$ cat src/spi_pkg.sv
`default_nettype none

package spi_pkg;

  typedef logic [31:0] wb_data_t;
  typedef logic [3:0]  wb_sel_t;
  typedef logic [7:0]  cs_byte_t;
  typedef logic [2:0]  reg_idx_t; // word address bits 4:2

  // register word indices
  localparam reg_idx_t REG_CS    = 3'd0;
  localparam reg_idx_t REG_TX    = 3'd1;
  localparam reg_idx_t REG_RX    = 3'd2;
  localparam reg_idx_t REG_COUNT = 3'd3;

  typedef struct packed {
    wb_data_t tx_data;    // low NBITS bits are shifted out
    cs_byte_t cs_pattern;
  } spi_cmd_t;

  typedef struct packed {
    wb_data_t rx_data;    // zero above NBITS
  } spi_rsp_t;

  typedef enum logic [1:0] {
    IDLE,
    SHIFT,
    HOLD
  } shift_state_e;

endpackage

`default_nettype wire

$ cat src/spi_master.sv
`timescale 1ns/1ps
`default_nettype none

module spi_master #(
  parameter int NBITS       = 24,
  parameter int NCLKDIVBITS = 5,
  parameter int NCSBITS     = 3
) (
  input  wire logic              wb_clk_i,
  input  wire logic              wb_rst_i,
  input  wire logic              cmd_valid_i,
  input  wire spi_pkg::spi_cmd_t cmd_i,
  input  wire logic              rsp_ack_i,
  input  wire logic              miso_i,
  output logic                   rsp_valid_o,
  output spi_pkg::spi_rsp_t      rsp_o,
  output logic                   busy_o,
  output logic [NCSBITS-1:0]     cs_n_o,
  output logic                   sclk_o,
  output logic                   mosi_o
);
  import spi_pkg::*;

  logic [NCSBITS-1:0] cs_q;
  wb_data_t           rx_data;
  logic               active;
  logic               done;
  logic               rise_stb;
  logic               fall_stb;

  always_ff @(posedge wb_clk_i) begin
    if (cmd_valid_i) begin
      cs_q <= cmd_i.cs_pattern[NCSBITS-1:0];
    end
  end

  assign busy_o      = active || done;  // shifting or holding a result
  assign cs_n_o      = busy_o ? cs_q : '1;
  assign rsp_valid_o = done;
  assign rsp_o       = '{rx_data: rx_data};

  spi_sclk_gen #(
    .NCLKDIVBITS (NCLKDIVBITS)
  ) u_sclk (
    .wb_clk_i   (wb_clk_i),
    .wb_rst_i   (wb_rst_i),
    .active_i   (active),
    .sclk_o     (sclk_o),
    .rise_stb_o (rise_stb),
    .fall_stb_o (fall_stb)
  );

  spi_shifter #(
    .NBITS (NBITS)
  ) u_shift (
    .wb_clk_i   (wb_clk_i),
    .wb_rst_i   (wb_rst_i),
    .start_i    (cmd_valid_i),
    .tx_data_i  (cmd_i.tx_data),
    .rise_stb_i (rise_stb),
    .fall_stb_i (fall_stb),
    .miso_i     (miso_i),
    .rsp_ack_i  (rsp_ack_i),
    .active_o   (active),
    .mosi_o     (mosi_o),
    .rx_data_o  (rx_data),
    .done_o     (done)
  );

endmodule

`default_nettype wire

$ cat src/spi_sclk_gen.sv
`timescale 1ns/1ps
`default_nettype none

module spi_sclk_gen #(
  parameter int NCLKDIVBITS = 5
) (
  input  wire logic wb_clk_i,
  input  wire logic wb_rst_i,
  input  wire logic active_i,
  output logic      sclk_o,
  output logic      rise_stb_o,
  output logic      fall_stb_o
);

  logic [NCLKDIVBITS-1:0] div_q;

  // half period is 2**NCLKDIVBITS clocks
  always_ff @(posedge wb_clk_i) begin
    rise_stb_o <= 1'b0;
    fall_stb_o <= 1'b0;
    if (wb_rst_i || !active_i) begin
      // restart from zero so each transfer sees the same first half period
      div_q  <= '0;
      sclk_o <= 1'b0;
    end else begin
      div_q <= div_q + 1'b1;
      if (&div_q) begin
        sclk_o     <= ~sclk_o;
        rise_stb_o <= ~sclk_o; // strobe lines up with the new level
        fall_stb_o <= sclk_o;
      end
    end
  end

endmodule

`default_nettype wire

$ cat src/spi_shifter.sv
`timescale 1ns/1ps
`default_nettype none

module spi_shifter #(
  parameter int NBITS = 24
) (
  input  wire logic              wb_clk_i,
  input  wire logic              wb_rst_i,
  input  wire logic              start_i,
  input  wire spi_pkg::wb_data_t tx_data_i,
  input  wire logic              rise_stb_i,
  input  wire logic              fall_stb_i,
  input  wire logic              miso_i,
  input  wire logic              rsp_ack_i,
  output logic                   active_o,
  output logic                   mosi_o,
  output spi_pkg::wb_data_t      rx_data_o,
  output logic                   done_o
);
  import spi_pkg::*;

  localparam int CNTW = $clog2(NBITS + 1);

  shift_state_e     state_q;
  logic [CNTW-1:0]  bit_cnt_q;  // bits sampled so far
  logic [NBITS-1:0] tx_sr_q;
  logic [NBITS-1:0] rx_sr_q;
  logic             last_bit;

  assign last_bit = (bit_cnt_q == CNTW'(NBITS));

  always_ff @(posedge wb_clk_i) begin
    if (wb_rst_i) begin
      state_q   <= IDLE;
      bit_cnt_q <= '0;
    end else begin
      case (state_q)
        IDLE: begin
          if (start_i) begin
            state_q   <= SHIFT;
            bit_cnt_q <= '0;
          end
        end
        SHIFT: begin
          if (rise_stb_i) bit_cnt_q <= bit_cnt_q + 1'b1;
          if (fall_stb_i && last_bit) state_q <= HOLD; // last low half done
        end
        HOLD: begin
          if (rsp_ack_i) state_q <= IDLE;
        end
        default: state_q <= IDLE;
      endcase
    end
  end

  // data path, MSB first
  always_ff @(posedge wb_clk_i) begin
    if (state_q == IDLE && start_i) begin
      tx_sr_q <= tx_data_i[NBITS-1:0];
    end else if (state_q == SHIFT && fall_stb_i && !last_bit) begin
      tx_sr_q <= NBITS'({tx_sr_q, 1'b0});
    end
    if (state_q == SHIFT && rise_stb_i) begin
      rx_sr_q <= NBITS'({rx_sr_q, miso_i});
    end
  end

  assign active_o  = (state_q == SHIFT);
  assign done_o    = (state_q == HOLD);
  assign mosi_o    = active_o && tx_sr_q[NBITS-1];
  assign rx_data_o = wb_data_t'(rx_sr_q);

  a_bit_cnt_range: assert property (
    @(posedge wb_clk_i) disable iff (wb_rst_i)
    bit_cnt_q <= CNTW'(NBITS)
  );

endmodule

`default_nettype wire

$ cat src/wb_spi_master.sv
`timescale 1ns/1ps
`default_nettype none

module wb_spi_master #(
  parameter int NBITS       = 24,
  parameter int NCLKDIVBITS = 5,
  parameter int NCSBITS     = 3
) (
  input  wire logic              wb_clk_i,
  input  wire logic              wb_rst_i,
  input  wire spi_pkg::wb_data_t wb_adr_i,
  input  wire spi_pkg::wb_data_t wb_dat_i,
  input  wire spi_pkg::wb_sel_t  wb_sel_i,
  input  wire logic              wb_we_i,
  input  wire logic              wb_cyc_i,
  input  wire logic              wb_stb_i,
  output spi_pkg::wb_data_t      wb_dat_o,
  output logic                   wb_ack_o,
  output logic                   wb_err_o,
  output logic [NCSBITS-1:0]     cs_n_o,
  output logic                   sclk_o,
  output logic                   mosi_o,
  input  wire logic              miso_i
);
  import spi_pkg::*;

  spi_cmd_t cmd;
  spi_rsp_t rsp;
  logic     cmd_valid;
  logic     rsp_valid;
  logic     rsp_ack;
  logic     busy;

  wb_spi_regs u_regs (
    .wb_clk_i    (wb_clk_i),
    .wb_rst_i    (wb_rst_i),
    .wb_adr_i    (wb_adr_i),
    .wb_dat_i    (wb_dat_i),
    .wb_sel_i    (wb_sel_i),
    .wb_we_i     (wb_we_i),
    .wb_cyc_i    (wb_cyc_i),
    .wb_stb_i    (wb_stb_i),
    .wb_dat_o    (wb_dat_o),
    .wb_ack_o    (wb_ack_o),
    .wb_err_o    (wb_err_o),
    .cmd_valid_o (cmd_valid),
    .cmd_o       (cmd),
    .rsp_ack_o   (rsp_ack),
    .rsp_valid_i (rsp_valid),
    .rsp_i       (rsp),
    .busy_i      (busy)
  );

  spi_master #(
    .NBITS       (NBITS),
    .NCLKDIVBITS (NCLKDIVBITS),
    .NCSBITS     (NCSBITS)
  ) u_spi (
    .wb_clk_i    (wb_clk_i),
    .wb_rst_i    (wb_rst_i),
    .cmd_valid_i (cmd_valid),
    .cmd_i       (cmd),
    .rsp_ack_i   (rsp_ack),
    .miso_i      (miso_i),
    .rsp_valid_o (rsp_valid),
    .rsp_o       (rsp),
    .busy_o      (busy),
    .cs_n_o      (cs_n_o),
    .sclk_o      (sclk_o),
    .mosi_o      (mosi_o)
  );

endmodule

`default_nettype wire

$ cat src/wb_spi_regs.sv
`timescale 1ns/1ps
`default_nettype none

module wb_spi_regs (
  input  wire logic              wb_clk_i,
  input  wire logic              wb_rst_i,
  input  wire spi_pkg::wb_data_t wb_adr_i,
  input  wire spi_pkg::wb_data_t wb_dat_i,
  input  wire spi_pkg::wb_sel_t  wb_sel_i,
  input  wire logic              wb_we_i,
  input  wire logic              wb_cyc_i,
  input  wire logic              wb_stb_i,
  output spi_pkg::wb_data_t      wb_dat_o,
  output logic                   wb_ack_o,
  output logic                   wb_err_o,
  output logic                   cmd_valid_o,
  output spi_pkg::spi_cmd_t      cmd_o,
  output logic                   rsp_ack_o,
  input  wire logic              rsp_valid_i,
  input  wire spi_pkg::spi_rsp_t rsp_i,
  input  wire logic              busy_i
);
  import spi_pkg::*;

  wb_data_t tx_reg;
  wb_data_t rx_reg;
  wb_data_t count_reg;
  wb_data_t rdata_q;
  cs_byte_t cs_reg;
  reg_idx_t word_adr;
  logic     pending_q;  // CS write waiting for the transfer to finish
  logic     req;
  logic     bad_adr;

  assign word_adr = wb_adr_i[4:2];
  // anything past REG_COUNT, including set upper bits, is an error
  assign bad_adr  = (|wb_adr_i[31:5]) || (word_adr > REG_COUNT);

  // new access, not the one already answered in this cycle
  assign req = wb_cyc_i && wb_stb_i && !wb_ack_o && !wb_err_o && !pending_q;

  always_ff @(posedge wb_clk_i) begin
    wb_ack_o    <= 1'b0;
    wb_err_o    <= 1'b0;
    cmd_valid_o <= 1'b0;
    rsp_ack_o   <= 1'b0;
    rdata_q     <= '0;
    if (wb_rst_i) begin
      pending_q <= 1'b0;
      tx_reg    <= '0;
      cs_reg    <= '0;
      rx_reg    <= '0;
      count_reg <= '0;
    end else if (pending_q) begin
      if (rsp_valid_i) begin
        rx_reg    <= rsp_i.rx_data;
        count_reg <= count_reg + 32'd1;
        pending_q <= 1'b0;
        rsp_ack_o <= 1'b1;
        wb_ack_o  <= 1'b1;  // closes the CS write
      end
    end else if (req) begin
      if (bad_adr) begin
        wb_err_o <= 1'b1;
      end else if (wb_we_i) begin
        case (word_adr)
          REG_CS: begin
            if (!wb_sel_i[0]) begin
              wb_ack_o <= 1'b1;   // no lane 0, nothing to start
            end else if (!busy_i) begin
              cs_reg      <= wb_dat_i[7:0];
              cmd_valid_o <= 1'b1;
              pending_q   <= 1'b1;
            end
          end
          REG_TX: begin
            wb_ack_o <= 1'b1;
            for (int i = 0; i < 4; i++) begin
              if (wb_sel_i[i]) begin
                tx_reg[8*i +: 8] <= wb_dat_i[8*i +: 8];
              end
            end
          end
          default: begin
            wb_ack_o <= 1'b1;  // rx and count are read-only
          end
        endcase
      end else begin
        wb_ack_o <= 1'b1;
        case (word_adr)
          REG_CS:  rdata_q <= wb_data_t'(cs_reg);
          REG_TX:  rdata_q <= tx_reg;
          REG_RX:  rdata_q <= rx_reg;
          default: rdata_q <= count_reg;
        endcase
      end
    end
  end

  // zero outside a read ack
  assign wb_dat_o = rdata_q;

  assign cmd_o = '{tx_data: tx_reg, cs_pattern: cs_reg};

  a_ack_err_excl: assert property (
    @(posedge wb_clk_i) disable iff (wb_rst_i)
    !(wb_ack_o && wb_err_o)
  );

  // the core must be idle when a new transfer is issued
  a_cmd_not_busy: assert property (
    @(posedge wb_clk_i) disable iff (wb_rst_i)
    cmd_valid_o |-> !busy_i
  );

endmodule

`default_nettype wire

$ cat config.mk
export PLATFORM = sky130hd
export DESIGN_NAME = wb_spi_master
export DESIGN_NICKNAME = d
export VERILOG_FILES = /design/src/spi_pkg.sv /design/src/spi_master.sv /design/src/spi_sclk_gen.sv /design/src/spi_shifter.sv /design/src/wb_spi_master.sv /design/src/wb_spi_regs.sv
export SDC_FILE = /design/constraint.sdc
export NUM_CORES = 1
export LEC_CHECK = 0
export ABC_AREA = 1
export BUFFER_PORTS_ARGS = -buffer_cell sky130_fd_sc_hd__buf_2
export CAP_MARGIN = 10
export CORE_MARGIN = 5
export CORE_UTILIZATION = 48
export CTS_BUF_LIST = sky130_fd_sc_hd__clkbuf_4 sky130_fd_sc_hd__clkbuf_8
export DETAILED_ROUTE_END_ITERATION = 12
export PLACE_DENSITY = 0.72
export SLEW_MARGIN = 10
export SYNTH_ARGS = -nofsm -noshare
export SYNTH_HDL_FRONTEND = slang
export SYNTH_SLANG_ARGS = --single-unit
$ cat constraint.sdc
create_clock -name wb_clk_i -period 2.3 [get_ports wb_clk_i]
set_clock_uncertainty 0.05 [all_clocks]
set_input_delay 0.23 -clock wb_clk_i [delete_from_list [all_inputs] [get_ports wb_clk_i]]
set_output_delay 0.23 -clock wb_clk_i [all_outputs]
set_load 0.03 [all_outputs]
==> results of run 1 <==
per-stage QoR:
step / hold slack, ns / std cells / util (%) / power, mW
3_3_place_gp: 0.377 / 1350 / 53.3 / 3.85
5_1_grt: 0.0134 / 1393 / 56.4 / 6.39
6_report: 0.0244 / 1393 / 56.4 / 6.16
4_1_cts: 0.00156 / 1393 / 56.4 / 6.21
2_1_floorplan: 0.279 / 1042 / - / 3.76
3_5_place_dp: 0.376 / 1350 / 53.3 / 3.86
worst max-delay path: cells and delay by family, from the launching register on:
family                   cells  cell delay [ns]
AND/OR/NAND/NOR              1             0.28
adder cells (fa/ha/maj)      1             0.28
flip-flops                   1             0.35
buffers and inverters        3             0.35
power groups by stage:
| stage | Sequential (mW) | Combinational, mW | Clock (mW) |
|---|---|---|---|
| 2_1_floorplan | 3.65 | 0.106 | 0 |
| 3_3_place_gp | 3.65 | 0.207 | 0 |
| 3_5_place_dp | 3.65 | 0.209 | 0 |
| 4_1_cts | 3.57 | 0.224 | 2.42 |
| 5_1_grt | 3.57 | 0.249 | 2.58 |
| 6_report | 3.57 | 0.223 | 2.37 |
placed cells by master (no fill, tap or decap), drive strengths merged:
master and n:
a211oi 2, a21oi 85, a221oi 1, a31oi 1, and2 1, buf 124, bufinv 3, clkbuf 22
clkinv 2, clkinvlp 1, dfxtp 148, dlygate4sd3 11, edfxtp 51, ha 9, inv 144, nand2 190
nand3 29, nand3b 1, nand4 36, nor2 187, nor3 11, nor3b 5, nor4 1, o21a 3
o21ai 70, o21bai 1, o22ai 21, or2 4, xnor2 1, xor2 3
kinds of logic after synthesis:
group / after synthesis / synth area share (%)
AOI/OAI and AO/OA: 184 / 11.6
and+or+nand+nor: 465 / 24.6
DFF: 199 / 53.7
adders and majority gates: 9 / 1.35
xor gates and xnor gates: 4 / 0.419
buffers and inverters: 181 / 8.38
how the worst min path moves through the flow:
stage | cells past startpoint | to | startpoint
floorplan | 0 | u_spi.u_shift.rx_sr_q[0] | miso_i
global placement | 0 | u_spi.u_shift.rx_sr_q[21] | u_spi.u_shift.rx_sr_q[20]
detailed placement | 0 | u_spi.u_shift.rx_sr_q[21] | u_spi.u_shift.rx_sr_q[20]
CTS | 5 | u_regs.tx_reg[30] | wb_dat_i[30]
global route | 5 | u_regs.tx_reg[30] | wb_dat_i[30]
finish | 5 | u_regs.tx_reg[8] | wb_dat_i[8]
metal layers:
metal	vias up	share of wire, %
met3	24	5.0
met2	163	48
met5	-	0
met4	0	1.4
li1	3598	-
met1	3106	46
layout make-up:
cell class | instances | area [µm²]
fill | 1626 | 7480
sequential | 199 | 4490
multi-input combinational | 662 | 3180
timing repair buffer | 135 | 791
inverter | 140 | 528
clock buffer | 22 | 284
tap | 225 | 282
clock inverter | 10 | 141
==> metrics.cfg, run 1 <==
[sta]
setup_viol = 0
rsz0062_at_grt = false
fin_crit_ns = 2.01
relSlewSlack_pct = 67.5
period_share_pct = 87.4
max_freq_mhz = 498
worstMarginPinSlew_ns = 0.488
report.final.slew_viol_count = 0
tns_ns = 0
setup_ws_ns = 0.291
finalHoldViolCount = 0

[global_route]
grt_pass1_vias = 6369
antenna_found_initial = 0
gr-usage-met3_pct = 4.10
grt_max_degree = 58
use_met1_pct = 25.2
track_usage_pct = 19.2
grt_pass1_wl_um = 30900
grtUsageMet2_pct = 32.1
grt_overflow = 0
busiest_layer = met2

[die]
chipWidth_um = 142
io_pins = 113
dieArea_mm2 = 0.0202
core_mm2 = 0.0172
die_h_um = 142
rows = 48
start_util_pct = 48.7

[pwr]
switching_share_pct = 21.4
ir_drop_mv = 0.565
p_seq_share_pct = 57.9
net-switching-power_mw = 1.32
p_per_area_mw_per_mm2 = 635
p_leak_nw = 3.91
p_clk_share_pct = 38.4
pwr-share-comb_pct = 3.6
p_int_mw = 4.84

[final_layout]
drive_gt1_share_pct = 16.2
diodes = 0
final_nets = 1238
syn2layout_area_growth_pct = 15.8
design_area_mm2 = 0.00970

[yosys]
synthFlopType = dfxtp_1
yosysMostFrequentCell = nand2_1
yosysWarnings = 0
synth-edff-count = 51
yosysTopAreaCell = dfxtp_1
synthTopCellsByArea = dfxtp_1 35%, edfxtp_1 18%, nand2_1 8.2%
syn_nets = 1125
synth.avg_cell_area_um2 = 8.03
synth_top_area_share_pct = 35.4
ys_seq_area_share_pct = 53.7
async_reset_ff_share_pct = 0
synth_cell_type_count = 38
ys_seq_elements = 199
synth_cells = 1042
netlist_area_mm2 = 0.00837
netlist_top_cells_count = 184 x nand2_1, 170 x nor2_1, 148 x dfxtp_1

[worst_setup_path]
r2r-start = u_spi.u_shift.state_q[0]
cp_slowest_stage_delay_ns = 0.35
crit_required_ns = 2.02
worstSetupPathType = reg -> out
crit_top_cell = inv_1
endpoint = cs_n_o[0]
startpoint = u_spi.u_shift.state_q[0]
critPathSlowestCell = dfxtp_1
timing.rr.end = u_regs.count_reg[30]
worstPathMaxFanout = 4
critPathCaptureType = output port
cp.arrival_ns = 1.73
ff2ff_path_depth = 11
r2r_slack_ns = 0.32
path_cells = inv_1 > ha_1 > inv_1 > or2_2 > buf_2
cp-start-kind = flip-flop

[clock_network]
clock-sinks = 199
clk_pin_slew_ns = 0.10
cts.repair.resized = 0
cts_buffer_depth = 2
numCtsBuffers = 17
h-tree-depth = 4
cts_root_buffer = clkbuf_8
cts_tree = yes
clock_latency_ns = 0.47
cts_setup_buffers = 0
hold_buffers = 11

[routing]
vias_per_cell = 4.95
drtIter0Drc = 492
wl_per_cell_um = 13.7
drc_errors = 0
ant_nets = 0
vias = 6891
first_pass_iters = 5
wl_um = 19000

[run_status]
status = complete, no violations

[flow_run]
cap_violations = 0

[place]
io_buffers = 110
post-dp-hpwl_um = 13700
place.gp.congestion = 0.829
preCtsSetupSlack_ns = 0.345
placed_area_mm2 = 0.00916

[hold_path]
hp-class = in -> reg

No activity file was read; power rests on OpenSTA's default activity.
==> inputs of run 2 (changes only) <==
CORE_UTILIZATION = 50   (was 48)
PLACE_DENSITY = 0.75   (was 0.72)
TNS_END_PERCENT = 100   (was not set)
==> metrics.cfg, run 2 (synthesis results as in run 1) <==
[run_status]
status = complete, no violations

[pwr]
p_leak_nw = 3.91  ; +0.13%
p_per_area_mw_per_mm2 = 643  ; +1.2%
ir_drop_mv = 0.482  ; -15%

[clock_network]
clock-sinks = 199  ; unchanged
cts.repair.resized = 0  ; unchanged
hold_buffers = 10  ; -1
clk_pin_slew_ns = 0.10  ; about the same
h-tree-depth = 4  ; unchanged
cts_buffer_depth = 2  ; unchanged
cts_root_buffer = clkbuf_8
numCtsBuffers = 17  ; unchanged
cts_tree = yes
cts_setup_buffers = 0  ; unchanged
clock_latency_ns = 0.47  ; about the same

[global_route]
grt_pass1_vias = 6575  ; +3.2%
grt_pass1_wl_um = 32500  ; +5.2%
grt_overflow = 0  ; unchanged
track_usage_pct = 20.6  ; +1.3 points
antenna_found_initial = 0  ; unchanged
grt_max_degree = 50  ; -14%

[routing]
drc_errors = 0  ; unchanged
first_pass_iters = 5  ; unchanged
vias = 7008  ; +1.7%
top_layer = met4
ant_nets = 0  ; unchanged
drtIter0Drc = 593  ; +21%
wl_um = 19700  ; +3.8%
wl_per_cell_um = 14.2  ; +4.1%
vias_per_cell = 5.05  ; +2.0%
drt-met1-wl_um = 8780  ; +0.57%
route.met3.wl_um = 958  ; -0.10%
wl_met2_um = 9650  ; +6.3%

[die]
chipWidth_um = 139  ; -1.9%
rows = 47  ; -2.1%
io_pins = 113  ; unchanged
die_h_um = 139  ; -1.9%
core_mm2 = 0.0165  ; -3.8%
dieArea_mm2 = 0.0194  ; -3.7%
start_util_pct = 50.7  ; +1.9 points

[worst_setup_path]
worstPathMaxFanout = 5  ; +1
startpoint = u_spi.u_shift.state_q[0]
ff2ff_path_depth = 11  ; unchanged
cp.arrival_ns = 2.37  ; +0.64 ns
crit_required_ns = 2.61  ; +0.59 ns
cp-start-kind = flip-flop
r2r_slack_ns = 0.24  ; -0.08 ns
endpoint = u_regs.count_reg[30]
timing.rr.end = u_regs.count_reg[30]
critPathCaptureType = flip-flop
worstSetupPathType = reg -> reg
r2r-start = u_spi.u_shift.state_q[0]

[final_layout]
design_area_mm2 = 0.00968  ; -0.15%
diodes = 0  ; unchanged
syn2layout_area_growth_pct = 15.6
final_common_cell = nand2_1
final_cell_mix = 184 x nand2_1, 170 x nor2_1, 148 x dfxtp_1, 137 x inv_1, 110 x buf_2
drive_gt1_share_pct = 16.3  ; +0.16 points
final_nets = 1239  ; +0.081%

[place]
placed_area_mm2 = 0.00914  ; -0.18%
place.gp.congestion = 0.862  ; +4.0%
io_buffers = 110  ; unchanged
post-dp-hpwl_um = 14300  ; +4.5%

[flow_run]
cap_violations = 0  ; unchanged

[sta]
worstMarginPinSlew_ns = 0.588  ; +0.100 ns
finalHoldViolCount = 0  ; unchanged
setup_viol = 0  ; unchanged
fin_crit_ns = 2.06  ; +0.0483 ns
tns_ns = 0  ; unchanged
holdWs_ns = 0.0359  ; +0.0115 ns
report.final.slew_viol_count = 0  ; unchanged
max_freq_mhz = 486  ; -2.3%
rsz0062_at_grt = false
period_share_pct = 89.5  ; +2.1 points
relSlewSlack_pct = 60.6  ; -6.8 points

[hold_path]
hp-class = in -> reg

-- run 2: area by class of cell --
| class | count | area, µm² |
|---|---|---|
| clock buffers | 20 | 263 |
| clock inverters | 12 | 174 |
| fillers | 1507 | 6840 |
| inverters | 140 | 528 |
| multi-input cells | 662 | 3180 |
| flip-flops and latches | 199 | 4490 |
| well taps | 220 | 275 |
| repair buffers | 136 | 771 |
-- run 2: through the flow --
step,power [mW],cells,utilization (%),setup WS [ns]
CTS,6.25,1389,58.6,0.245
global route,6.43,1389,58.6,0.0370
global placement,3.86,1347,55.3,0.307
floorplan,3.76,1042,-,0.442
detailed placement,3.86,1347,55.3,0.227
finish,6.22,1389,58.6,0.242
-- run 2: worst min-delay path by stage --
stage,startpoint,to,slack (ns),cells past startpoint
2_1_floorplan,miso_i,u_spi.u_shift.rx_sr_q[0],0.28,0
3_5_place_dp,u_spi.u_shift.rx_sr_q[21],u_spi.u_shift.rx_sr_q[22],0.38,0
4_1_cts,wb_dat_i[18],u_regs.tx_reg[18],0.02,5
6_report,wb_dat_i[18],u_regs.tx_reg[18],0.04,5
3_3_place_gp,u_spi.u_shift.rx_sr_q[0],u_spi.u_shift.rx_sr_q[1],0.37,0
5_1_grt,wb_dat_i[31],u_regs.tx_reg[31],0.02,5
-- run 2: where the power goes --
group | total, mW | internal (mW) | switching (mW)
logic | 0.226 | 0.0926 | 0.134
registers | 3.57 | 3.57 | 0.000556
clock network | 2.43 | 1.24 | 1.19
-- run 2: routing by layer --
metal | track usage, % | vias up
met3 | 4.46 | 25
li1 | - | 3590
met1 | 27.1 | 3223
met4 | 5.97 | 0
met5 | 0 | -
met2 | 34.2 | 170
-- run 2: worst max-delay path, cell delays in order (launching register included) --
cell and delay [ns]:
dfxtp_1 0.33, inv_1 0.12, ha_1 0.26, nand2_4 0.10, nor2_4 0.12, nand2_2 0.11
nor2_1 0.21, nand2_1 0.14, nor2_1 0.19, nand2_1 0.10, o21ai_0 0.15, nor2_1 0.06
